==> src/hw/fetch_pkg.sv <==
package fetch_pkg;

  localparam int ADDR_W = 32;
  localparam int DATA_W = 32;

  localparam logic [ADDR_W-1:0] PC_RESET_ADDR = 32'h8000_0000;

  // fetch queue sizing, depth kept a power of two
  localparam int FQ_DEPTH = 4;
  localparam int FQ_PTR_W = $clog2(FQ_DEPTH);
  localparam int FQ_CNT_W = FQ_PTR_W + 1;

  localparam logic [6:0] OPC_JAL = 7'b1101111;

  typedef struct packed {
    logic              valid;
    logic              plus4;  // fence.i, resume after it
    logic [ADDR_W-1:0] pc;
  } redirect_t;

  typedef struct packed {
    logic              valid;
    logic [ADDR_W-1:0] pc;
  } branch_t;

  typedef struct packed {
    logic              taken;
    logic [ADDR_W-1:0] target;
  } pred_t;

  typedef struct packed {
    logic pc_stall;
    logic pc_flush;
    logic q_flush;
    logic q_push;
  } fetch_ctrl_t;

  typedef struct packed {
    logic [ADDR_W-1:0] pc;
    logic [DATA_W-1:0] inst;
    logic              pred_taken;
    logic              fault;    // pslverr on this fetch
  } fetch_entry_t;

  typedef struct packed {
    logic              psel;
    logic              penable;
    logic [ADDR_W-1:0] paddr;
  } apb_req_t;

  typedef struct packed {
    logic              pready;
    logic [DATA_W-1:0] prdata;
    logic              pslverr;
  } apb_rsp_t;

endpackage

==> src/hw/fetch_ctrl.sv <==
`timescale 1ns/10ps

module fetch_ctrl import fetch_pkg::*; (
  input  logic              clk,
  input  logic              rst_n_i,
  input  logic [ADDR_W-1:0] pc_i,
  input  logic              trap_valid_i,
  input  logic              branch_valid_i,
  input  logic              restart_i,
  input  logic              q_full_i,
  input  apb_rsp_t          apb_rsp_i,
  output apb_req_t          apb_req_o,
  output fetch_ctrl_t       ctrl_o
);

  typedef enum logic [1:0] {
    ST_IDLE,
    ST_SETUP,
    ST_ACCESS
  } state_e;

  state_e            state_q;
  state_e            state_d;
  logic              stale_q;
  logic [ADDR_W-1:0] addr_q;
  logic              redirect;
  logic              done;
  logic              keep;

  assign redirect = restart_i | trap_valid_i | branch_valid_i;
  assign done     = (state_q == ST_ACCESS) & apb_rsp_i.pready;

  // drop the response if the pc moved under it, now or earlier
  assign keep = done & ~stale_q & ~redirect;

  always_comb begin
    state_d = state_q;
    case (state_q)
      ST_IDLE: begin
        if (!q_full_i) begin
          state_d = ST_SETUP;
        end
      end
      ST_SETUP: begin
        state_d = ST_ACCESS;
      end
      ST_ACCESS: begin
        if (apb_rsp_i.pready) begin
          // back-to-back unless the queue has no room left
          state_d = q_full_i ? ST_IDLE : ST_SETUP;
        end
      end
      default: begin
        state_d = ST_IDLE;
      end
    endcase
  end

  always_ff @(posedge clk or negedge rst_n_i) begin
    if (!rst_n_i) begin
      state_q <= ST_IDLE;
      stale_q <= 1'b0;
    end else begin
      state_q <= state_d;
      if (done) begin
        stale_q <= 1'b0;
      end else if (redirect && state_q != ST_IDLE) begin
        stale_q <= 1'b1;  // transfer in flight is now for an old pc
      end
    end
  end

  // address captured at setup, held through access
  always_ff @(posedge clk) begin
    if (state_q == ST_SETUP) begin
      addr_q <= pc_i;
    end
  end

  always_comb begin
    apb_req_o.psel    = (state_q != ST_IDLE);
    apb_req_o.penable = (state_q == ST_ACCESS);
    apb_req_o.paddr   = (state_q == ST_SETUP) ? pc_i : addr_q;
  end

  always_comb begin
    ctrl_o.pc_stall = ~keep;      // pc advances once per kept fetch
    ctrl_o.pc_flush = restart_i;
    ctrl_o.q_flush  = redirect;
    ctrl_o.q_push   = keep;
  end

endmodule

==> src/hw/fetch_queue.sv <==
`timescale 1ns/10ps

module fetch_queue import fetch_pkg::*; (
  input  logic         clk,
  input  logic         rst_n_i,
  input  logic         push_i,
  input  logic         flush_i,
  input  fetch_entry_t entry_i,
  output logic         full_o,
  output logic         deq_valid_o,
  output fetch_entry_t deq_entry_o,
  input  logic         deq_ready_i
);

  fetch_entry_t        mem_q [FQ_DEPTH];
  logic [FQ_PTR_W-1:0] rd_ptr_q;
  logic [FQ_PTR_W-1:0] wr_ptr_q;
  logic [FQ_CNT_W-1:0] count_q;
  logic                empty;
  logic                at_cap;
  logic                pop;
  logic                wr_en;

  assign empty  = (count_q == '0);
  assign at_cap = (count_q == FQ_CNT_W'(FQ_DEPTH));
  assign pop    = ~empty & deq_ready_i;
  assign wr_en  = push_i & ~at_cap;

  // look-ahead full, so a fetch is never started without a free slot
  assign full_o = at_cap |
                  ((count_q == FQ_CNT_W'(FQ_DEPTH - 1)) & push_i & ~pop);

  always_ff @(posedge clk or negedge rst_n_i) begin
    if (!rst_n_i) begin
      rd_ptr_q <= '0;
      wr_ptr_q <= '0;
      count_q  <= '0;
    end else if (flush_i) begin
      rd_ptr_q <= '0;  // flush beats a same-cycle push
      wr_ptr_q <= '0;
      count_q  <= '0;
    end else begin
      if (wr_en) begin
        wr_ptr_q <= wr_ptr_q + 1'b1;
      end
      if (pop) begin
        rd_ptr_q <= rd_ptr_q + 1'b1;
      end
      if (wr_en && !pop) begin
        count_q <= count_q + 1'b1;
      end else if (pop && !wr_en) begin
        count_q <= count_q - 1'b1;
      end
    end
  end

  always_ff @(posedge clk) begin
    if (wr_en && !flush_i) begin
      mem_q[wr_ptr_q] <= entry_i;
    end
  end

  assign deq_valid_o = ~empty;
  assign deq_entry_o = mem_q[rd_ptr_q];

endmodule

==> src/hw/fetch_top.sv <==
`timescale 1ns/10ps

module fetch_top import fetch_pkg::*; (
  input  logic         clk,
  input  logic         rst_n_i,
  input  redirect_t    trap_i,
  input  branch_t      branch_i,
  input  logic         restart_i,
  output apb_req_t     apb_o,
  input  apb_rsp_t     apb_i,
  output logic         deq_valid_o,
  output fetch_entry_t deq_entry_o,
  input  logic         deq_ready_i
);

  logic [ADDR_W-1:0] pc;
  fetch_ctrl_t       ctrl;
  pred_t             pred;
  fetch_entry_t      entry;
  logic              q_full;
  logic              bpu_valid;

  pc_reg u_pc_reg (
    .clk      (clk),
    .rst_n_i  (rst_n_i),
    .ctrl_i   (ctrl),
    .trap_i   (trap_i),
    .branch_i (branch_i),
    .pred_i   (pred),
    .pc_o     (pc)
  );

  fetch_ctrl u_fetch_ctrl (
    .clk            (clk),
    .rst_n_i        (rst_n_i),
    .pc_i           (pc),
    .trap_valid_i   (trap_i.valid),
    .branch_valid_i (branch_i.valid),
    .restart_i      (restart_i),
    .q_full_i       (q_full),
    .apb_rsp_i      (apb_i),
    .apb_req_o      (apb_o),
    .ctrl_o         (ctrl)
  );

  assign bpu_valid = ctrl.q_push & ~apb_i.pslverr;  // no prediction on a faulted word

  static_bpu u_static_bpu (
    .pc_i    (pc),
    .inst_i  (apb_i.prdata),
    .valid_i (bpu_valid),
    .pred_o  (pred)
  );

  always_comb begin
    entry.pc         = pc;
    entry.inst       = apb_i.prdata;
    entry.pred_taken = pred.taken;
    entry.fault      = apb_i.pslverr;
  end

  fetch_queue u_fetch_queue (
    .clk         (clk),
    .rst_n_i     (rst_n_i),
    .push_i      (ctrl.q_push),
    .flush_i     (ctrl.q_flush),
    .entry_i     (entry),
    .full_o      (q_full),
    .deq_valid_o (deq_valid_o),
    .deq_entry_o (deq_entry_o),
    .deq_ready_i (deq_ready_i)
  );

endmodule

==> src/hw/pc_reg.sv <==
`timescale 1ns/10ps

module pc_reg import fetch_pkg::*; (
  input  logic              clk,
  input  logic              rst_n_i,
  input  fetch_ctrl_t       ctrl_i,
  input  redirect_t         trap_i,
  input  branch_t           branch_i,
  input  pred_t             pred_i,
  output logic [ADDR_W-1:0] pc_o
);

  logic [ADDR_W-1:0] pc_q;
  logic [ADDR_W-1:0] pc_plus4;
  logic [ADDR_W-1:0] trap_pc;
  logic [ADDR_W-1:0] pc_next;
  logic              redirect;
  logic              pc_wen;

  assign pc_plus4 = pc_q + ADDR_W'(4);

  // fence.i restarts at the instruction after itself
  assign trap_pc = trap_i.plus4 ? trap_i.pc + ADDR_W'(4) : trap_i.pc;

  assign redirect = trap_i.valid | branch_i.valid;

  // trap > branch > jal prediction > sequential
  always_comb begin
    if (trap_i.valid) begin
      pc_next = trap_pc;
    end else if (branch_i.valid) begin
      pc_next = branch_i.pc;
    end else if (pred_i.taken) begin
      pc_next = pred_i.target;
    end else begin
      pc_next = pc_plus4;
    end
  end

  // redirects load even while the fetch side is stalled
  assign pc_wen = redirect | ~ctrl_i.pc_stall;

  always_ff @(posedge clk or negedge rst_n_i) begin
    if (!rst_n_i) begin
      pc_q <= PC_RESET_ADDR;
    end else if (ctrl_i.pc_flush) begin
      pc_q <= PC_RESET_ADDR;  // restart
    end else if (pc_wen) begin
      pc_q <= pc_next;
    end
  end

  assign pc_o = pc_q;

endmodule

==> src/hw/static_bpu.sv <==
`timescale 1ns/10ps

module static_bpu import fetch_pkg::*; (
  input  logic [ADDR_W-1:0] pc_i,
  input  logic [DATA_W-1:0] inst_i,
  input  logic              valid_i,
  output pred_t             pred_o
);

  logic [6:0]        opcode;
  logic              is_jal;
  logic [ADDR_W-1:0] j_imm;
  logic [ADDR_W-1:0] target;

  assign opcode = inst_i[6:0];
  assign is_jal = (opcode == OPC_JAL);

  // j-type immediate, bit 0 always zero
  assign j_imm = {
    {(ADDR_W - 20){inst_i[31]}},
    inst_i[19:12],
    inst_i[20],
    inst_i[30:21],
    1'b0
  };

  assign target = pc_i + j_imm;

  // only a clean completion may steer the pc
  always_comb begin
    pred_o.taken  = valid_i & is_jal;
    pred_o.target = target;
  end

endmodule

==> config.mk <==
export PLATFORM = sky130hd
export DESIGN_NAME = fetch_top
export DESIGN_NICKNAME = d
export VERILOG_FILES = /design/src/hw/fetch_pkg.sv /design/src/hw/fetch_ctrl.sv /design/src/hw/fetch_queue.sv /design/src/hw/fetch_top.sv /design/src/hw/pc_reg.sv /design/src/hw/static_bpu.sv
export SDC_FILE = /design/constraint.sdc
export NUM_CORES = 1
export LEC_CHECK = 0
export BUFFER_PORTS_ARGS = -buffer_cell sky130_fd_sc_hd__clkbuf_2
export CORE_ASPECT_RATIO = 0.8
export CORE_MARGIN = 1.5
export CORE_UTILIZATION = 52
export DETAILED_ROUTE_END_ITERATION = 10
export GPL_TIMING_DRIVEN = 0
export PLACE_DENSITY = 0.73
export SYNTH_ARGS = -nofsm -noshare
export SYNTH_HDL_FRONTEND = slang
export SYNTH_SLANG_ARGS = --single-unit
==> constraint.sdc <==
create_clock -name clk -period 3.6 [get_ports clk]
set_input_delay 0 -clock clk [delete_from_list [all_inputs] [get_ports clk]]
set_output_delay 0 -clock clk [all_outputs]
set_load 0.02 [all_outputs]
; ---- After elaboration in Yosys (flattened, before gate mapping)
; Memories as Yosys holds them, arrays and structs flattened.
; Cells that the tools add are included.
[op_classes]
n_reduce_logical = 16
n_bitwise = 20
n_eq_ne = 7
addsub = 7
mux = 22
[op_table]
columns = cell, n
row1 = 2-to-1 mux 32 bit, 7
row2 = adder 32 x 3 -> 32 bit (second input constant), 2
row3 = adder 32 bit, 1
row4 = 2-to-1 mux 2 bit, 6
row5 = nonzero test 2 bit, 5
row6 = AND 1 bit, 9
row7 = 2-to-1 mux 3 bit, 3
row8 = equality test 7 bit (second input constant), 1
row9 = NOT 1 bit, 6
row10 = one-hot mux 2 bit (3 select lines), 1
row11 = 2-to-1 mux 1 bit, 5
row12 = bitwise OR 1 bit, 5
row13 = adder 2 x 1 -> 2 bit (second input constant), 2
row14 = logical AND 1 bit, 4
row15 = adder 3 x 1 -> 3 bit (second input constant), 1
row16 = equality test 3 x 2 -> 1 bit (second input constant), 1
row17 = equality test 3 bit (second input constant), 1
row18 = zero test 1 bit, 3
row19 = zero test 3 bit, 1
row20 = nonzero test 3 bit, 1
row21 = subtractor 3 x 1 -> 3 bit (second input constant), 1
row22 = equality test 2 x 1 -> 1 bit (second input constant), 1
row23 = equality test 2 bit (second input constant), 1
row24 = zero test 2 bit, 1
row25 = 3 further kinds, 3
[word_totals]
ram_bits = 264
mem_count = 1
word_cells = 80
ff_bits = 74
[memory_table]
columns = name, words, word_bits, read_ports, rd_ports_with_merged_regs, write_ports, line_no
row1 = u_fetch_queue.mem_q, 4, 66, 1, 0, 1, fetch_queue.sv:15  ; fetch_entry_t mem_q [FQ_DEPTH];

; ---- Logic depth before layout (Yosys ltp)
[depth]
word_depth = 11
depth_mapped = 12

; ---- By module
; A second synthesis with hierarchy kept.
[hier_totals]
cells_unflattened = 1171
area_unflattened_um2 = 16488.3
[by_module_without_submodules]
columns = module, area_each_um2, seq_area_each_um2, n_inst, cells_each
row1 = fetch_queue, 10105.9, 8102.8, 1, 409
row2 = pc_reg, 3161.8, 802.0, 1, 408
row3 = static_bpu, 1838.0, 0.0, 1, 266
row4 = fetch_ctrl, 1368.8, 715.7, 1, 87
row5 = fetch_top, 13.8, 0.0, 1, 1

; ---- Least setup slack after synthesis
; No wires, ideal clock.
[synth_timing]
path_kind = register to register
from = register u_fetch_ctrl.state_q[0]
to = memory u_fetch_queue.mem_q[0][0] (netlist bit), enable pin
setup_slack_ns = 0.304
arrival_ns = 2.865
path_stages_with_launch = 5
synth_period_minus_slack_ns = 3.296
setup_time_ns = 0.431
cell_sequence = dfrtp_1 > and4bb_2 > nand3_1 > nor2_1 > and2_1
[synth_between]
elab_chain_cells = 8
[synth_rtl]
columns = item, line_no
row1 = from (decl), fetch_ctrl.sv:22  ; state_e state_q;
row2 = from (signal assigned), fetch_ctrl.sv:64  ; state_q <= state_d;
row3 = equality test 2 bit, fetch_ctrl.sv:31  ; assign done = (state_q == ST_ACCESS) & apb_rsp_i.pready;
row4 = AND 1 bit, fetch_ctrl.sv:31
row5 = AND 1 bit (2 in series), fetch_ctrl.sv:34  ; assign keep = done & ~stale_q & ~redirect;
row6 = AND 1 bit, fetch_queue.sv:27  ; assign wr_en = push_i & ~at_cap;
row7 = logical AND 1 bit, fetch_queue.sv:58  ; if (wr_en && !flush_i) begin
row8 = 2-to-1 mux 1 bit, fetch_queue.sv:58
row9 = 2-to-1 mux 1 bit (implied by the code), fetch_queue.sv:59  ; mem_q[wr_ptr_q] <= entry_i;
row10 = to (decl), fetch_queue.sv:15
; No other way between the ends.

==> reports/results.tsv <==
stage	metric	value	unit
run_status	outcome	finished clean	
yosys	EDFF count, synth	264	
pwr	Switching Power	2.69	mW
sta	worst clock skew	0.0100	ns
placed_design	final RePlAce weighted congestion	0.894	
pwr	PD cells	514	mW/mm^2
cts	CTS clk-pin slew, worst paths	0.06	ns
sta	min cycle time layout	3.45	ns
sta	final setup TNS	0	ns
sta	Fin. Hold Viols	0	
yosys	fraction of registers with async set/reset	0.124	
global_routing	Total GRT Usage	0.267	
finish	FF+latch area	0.00962	mm^2
finish	area occupied by multi-input gates	0.00588	mm^2
setup_path	CP Max Fanout	13	
pwr	sw frac	0.271	
routing	First-pass DRT Iterations	6	
setup_path	Startpoint Class	primary input	
finish	# fillers	2244	
global_routing	GRT overflow	0	
yosys	Synth top cells by count	edfxtp_1 (264), a21oi_1 (67), mux4_2 (66), nand2_1 (65), nor2_1 (53)	
placed_design	# port buffers	201	
setup_path	crit end category	register	
routing	Routed wire per std cell	22.5	um
sta	Tcrit/Tclk final	0.958	
sta	final slew viol count	0	
floorplanning	Die X	198	um
finish	Non-Filler Instances	1859	
floorplanning	Die Ht	159	um
sta	Worst-Margin Slew	1.15	ns
finish	antenna cells	0	
hold_path	worst min-delay path class	primary input to register	
floorplanning	IO Count	206	
global_routing	first-pass GRT wire length	63200	um
setup_path	RR Endpoint	u_pc_reg.pc_o[25]$_DFFE_PN0P_	
placed_design	placed cells	1717	
setup_path	critical path type	primary input to register	
sta	f_max	0.290	GHz
routing	DRT iter0 DRCs	1197	
global_routing	largest net degree at the start of global routing	60	
cts	TritonCTS Buffers	35	
hold_path	worst hold start	trap_i[10]	
yosys	Mapped Cells	1106	
yosys	largest cells by area after synthesis	edfxtp_1 (50%), mux4_2 (9.4%), dfrtp_1 (6.5%)	
yosys	Yosys warning count	0	
cts	CTS tree	built	
global_routing	initial antenna violation count	1	
finish	Layout Nets	1569	
finish	share of cells above drive strength 1	0.262	
finish	P&R area growth vs syn	22.5	%
cts	Post-CTS Setup Bufs	0	
global_routing	met1 Use GR	0.404	
setup_path	R2R Setup Slk	0.18	ns
run	max-cap check violation count	0	
hold_path	Hold Crit Depth	5	
setup_path	Worst Path Required	4.06	ns
cts	# H-tree levels	2	
yosys	biggest area consumer among synthesized cells	edfxtp_1	
setup_path	CP arrival	3.91	ns
routing	DR DRC count	0	
yosys	sequential-to-total area share from yosys stat	0.610	
cts	Num Clock Sinks	338	
sta	Setup violations, final	0	
setup_path	Worst Reg-to-Reg Cells	11	
cts	clk_lat worst skew	0.52	ns
setup_path	worst reg2reg startpoint	u_pc_reg.pc_o[1]$_DFFE_PN0P_	
yosys	post-synthesis register bit count	338	
cts	maximum buffer depth of the clock tree	3	
pwr	Comb pwr share	0.176	
pwr	leakage power	7.06	nW
pwr	sequential cell fraction of total power	0.465	
yosys	most frequent cell after synthesis	edfxtp_1	
routing	routed wire length	41800	um
yosys	unique cell type count in the Yosys netlist	75	
routing	final antenna-violating net count	0	
routing	drt via density	5.99	
routing	via count	11127	
pwr	Clk network pwr share	0.360	
hold_path	Worst Hold Endpoint	u_pc_reg.pc_o[10]$_DFFE_PN0P_	
global_routing	vias in the first global route	10818	
global_routing	GR Layer Usage met2	0.396	
cts	Root Driver	clkbuf_16	
sta	final setup margin	0.150	ns
global_routing	Most Crowded Layer GR	met1	
floorplanning	initial core utilization	0.533	
yosys	syn_area_per_cell	14.3	um^2
floorplanning	core area	0.0296	mm^2
placed_design	hpwl dp	28600	um
pwr	VDD IR max	0.000538	V
pwr	internal power	7.24	mW
yosys	Post-Syn Area	0.0158	mm^2
sta	Max transition margin	0.234	
yosys	Post-synth top flop	edfxtp_1	
yosys	syn_nets	1249	
yosys	share of the synthesized area in the top cell type	0.503	
floorplanning	die area	0.0314	mm^2
global_routing	GRT met3 Usage	0.0599	
sta	RSZ-0062 raised after global routing	false	
placed_design	Placement Setup Slack	0.0814	ns
floorplanning	Site Rows	56	
[critical path, stage by stage]
cell	delay, ns
dlygate4sd3_1	0.54
clkbuf_2	0.14
nand4b_1	0.23
nor2_2	0.55
nand3_1	0.41
inv_2	0.29
clkbuf_1	0.38
buf_2	0.38
a21oi_1	0.17
a221oi_1	0.22
dlygate4sd3_1	0.58
[placed cells by master, fill, tap and decap left out, drive strengths merged, types with 33 or more instances in the layout]
| master | n |
|---|---|
| a21oi | 70 |
| clkbuf | 292 |
| dfrtp | 41 |
| dlygate4sd3 | 78 |
| edfxtp | 264 |
| ha | 36 |
| mux4 | 66 |
| nand2 | 65 |
| nand3 | 33 |
| nor2 | 53 |
| o21ai | 49 |
| xnor2 | 44 |
| xor2 | 35 |
[routing by layer]
metal / wire [um] / vias to the layer above
met4: 618 / 0
met1: 18100 / 5426
li1: - / 4983
met3: 4590 / 65
met5: 0 / -
met2: 18500 / 653
[kinds of logic (layout without fill, tap and decap cells)]
family	after synthesis	in the layout	synth area share
AO/OA/AOI/OAI	227	227	0.0992
buffers and inverters	77	424	0.0187
XOR/XNOR	79	79	0.0439
AND/OR/NAND/NOR	245	245	0.0772
adder cells (fa/ha/maj)	38	38	0.0311
multiplexers	102	102	0.120
flip-flops	338	338	0.610
[final cells by class]
cell class / instances / area share
sequential: 338 / 0.498
multi-input combinational: 691 / 0.304
timing repair buffer: 283 / 0.0978
clock buffer: 53 / 0.0505
tap: 406 / 0.0263
buffer: 50 / 0.0100
clock inverter: 11 / 0.00777
inverter: 27 / 0.00525
[how the worst max path moves through the flow]
stage	startpoint	end	slack (ns)	cells after the start
after floorplan	u_fetch_ctrl.state_q[0]$_DFFE_PN0P_	u_fetch_queue.mem_q[0][0]$_DFFE_PP_	0.30	4
after global placement	u_fetch_ctrl.state_q[0]$_DFFE_PN0P_	u_fetch_queue.mem_q[1][42]$_DFFE_PP_	-1.26	4
after detailed placement	u_pc_reg.pc_o[1]$_DFFE_PN0P_	u_pc_reg.pc_o[25]$_DFFE_PN0P_	0.08	11
after CTS	apb_i[5]	u_pc_reg.pc_o[12]$_DFFE_PN0P_	0.04	11
after global routing	u_pc_reg.pc_o[1]$_DFFE_PN0P_	u_pc_reg.pc_o[25]$_DFFE_PN0P_	0.004	11
final	apb_i[5]	u_pc_reg.pc_o[12]$_DFFE_PN0P_	0.15	11
[state kept, by name, indices dropped and copies added (netlist names)]
register and count:
u_fetch_queue.mem_q 264, u_fetch_ctrl.addr_q 32, u_pc_reg.pc_o 32, u_fetch_queue.count_q 3, u_fetch_ctrl.state_q 2, u_fetch_queue.rd_ptr_q 2, u_fetch_queue.wr_ptr_q 2, u_fetch_ctrl.stale_q 1
[power groups by stage]
stage	Sequential (mW)	Combinational (mW)	Clock, mW
final	4.61	1.75	3.57
after CTS	4.61	1.73	3.62
after floorplan	4.61	1.10	0
after global routing	4.64	1.87	3.76
after global placement	4.67	1.62	0
after detailed placement	4.69	1.64	0
[repair_timing]
item,in CTS,in global routing
endpoints found under the hold margin,201,0
gates resized for setup,0,3
endpoints found under the setup margin,0,4
hold buffers,78,0
[per-stage QoR]
| step | total power, mW | hold slack [ns] | utilization | area [um^2] |
|---|---|---|---|---|
| finish | 9.93 | 0.0283 | 0.653 | 19300 |
| CTS | 9.95 | 0.00696 | 0.653 | 19300 |
| global route | 10.3 | 0.0481 | 0.653 | 19300 |
| global placement | 6.29 | 0.223 | 0.584 | 17300 |
| detailed placement | 6.33 | 0.230 | 0.588 | 17400 |
| floorplan | 5.71 | -0.296 | - | 15800 |
Note: power is estimated with default switching activity, not from simulation.
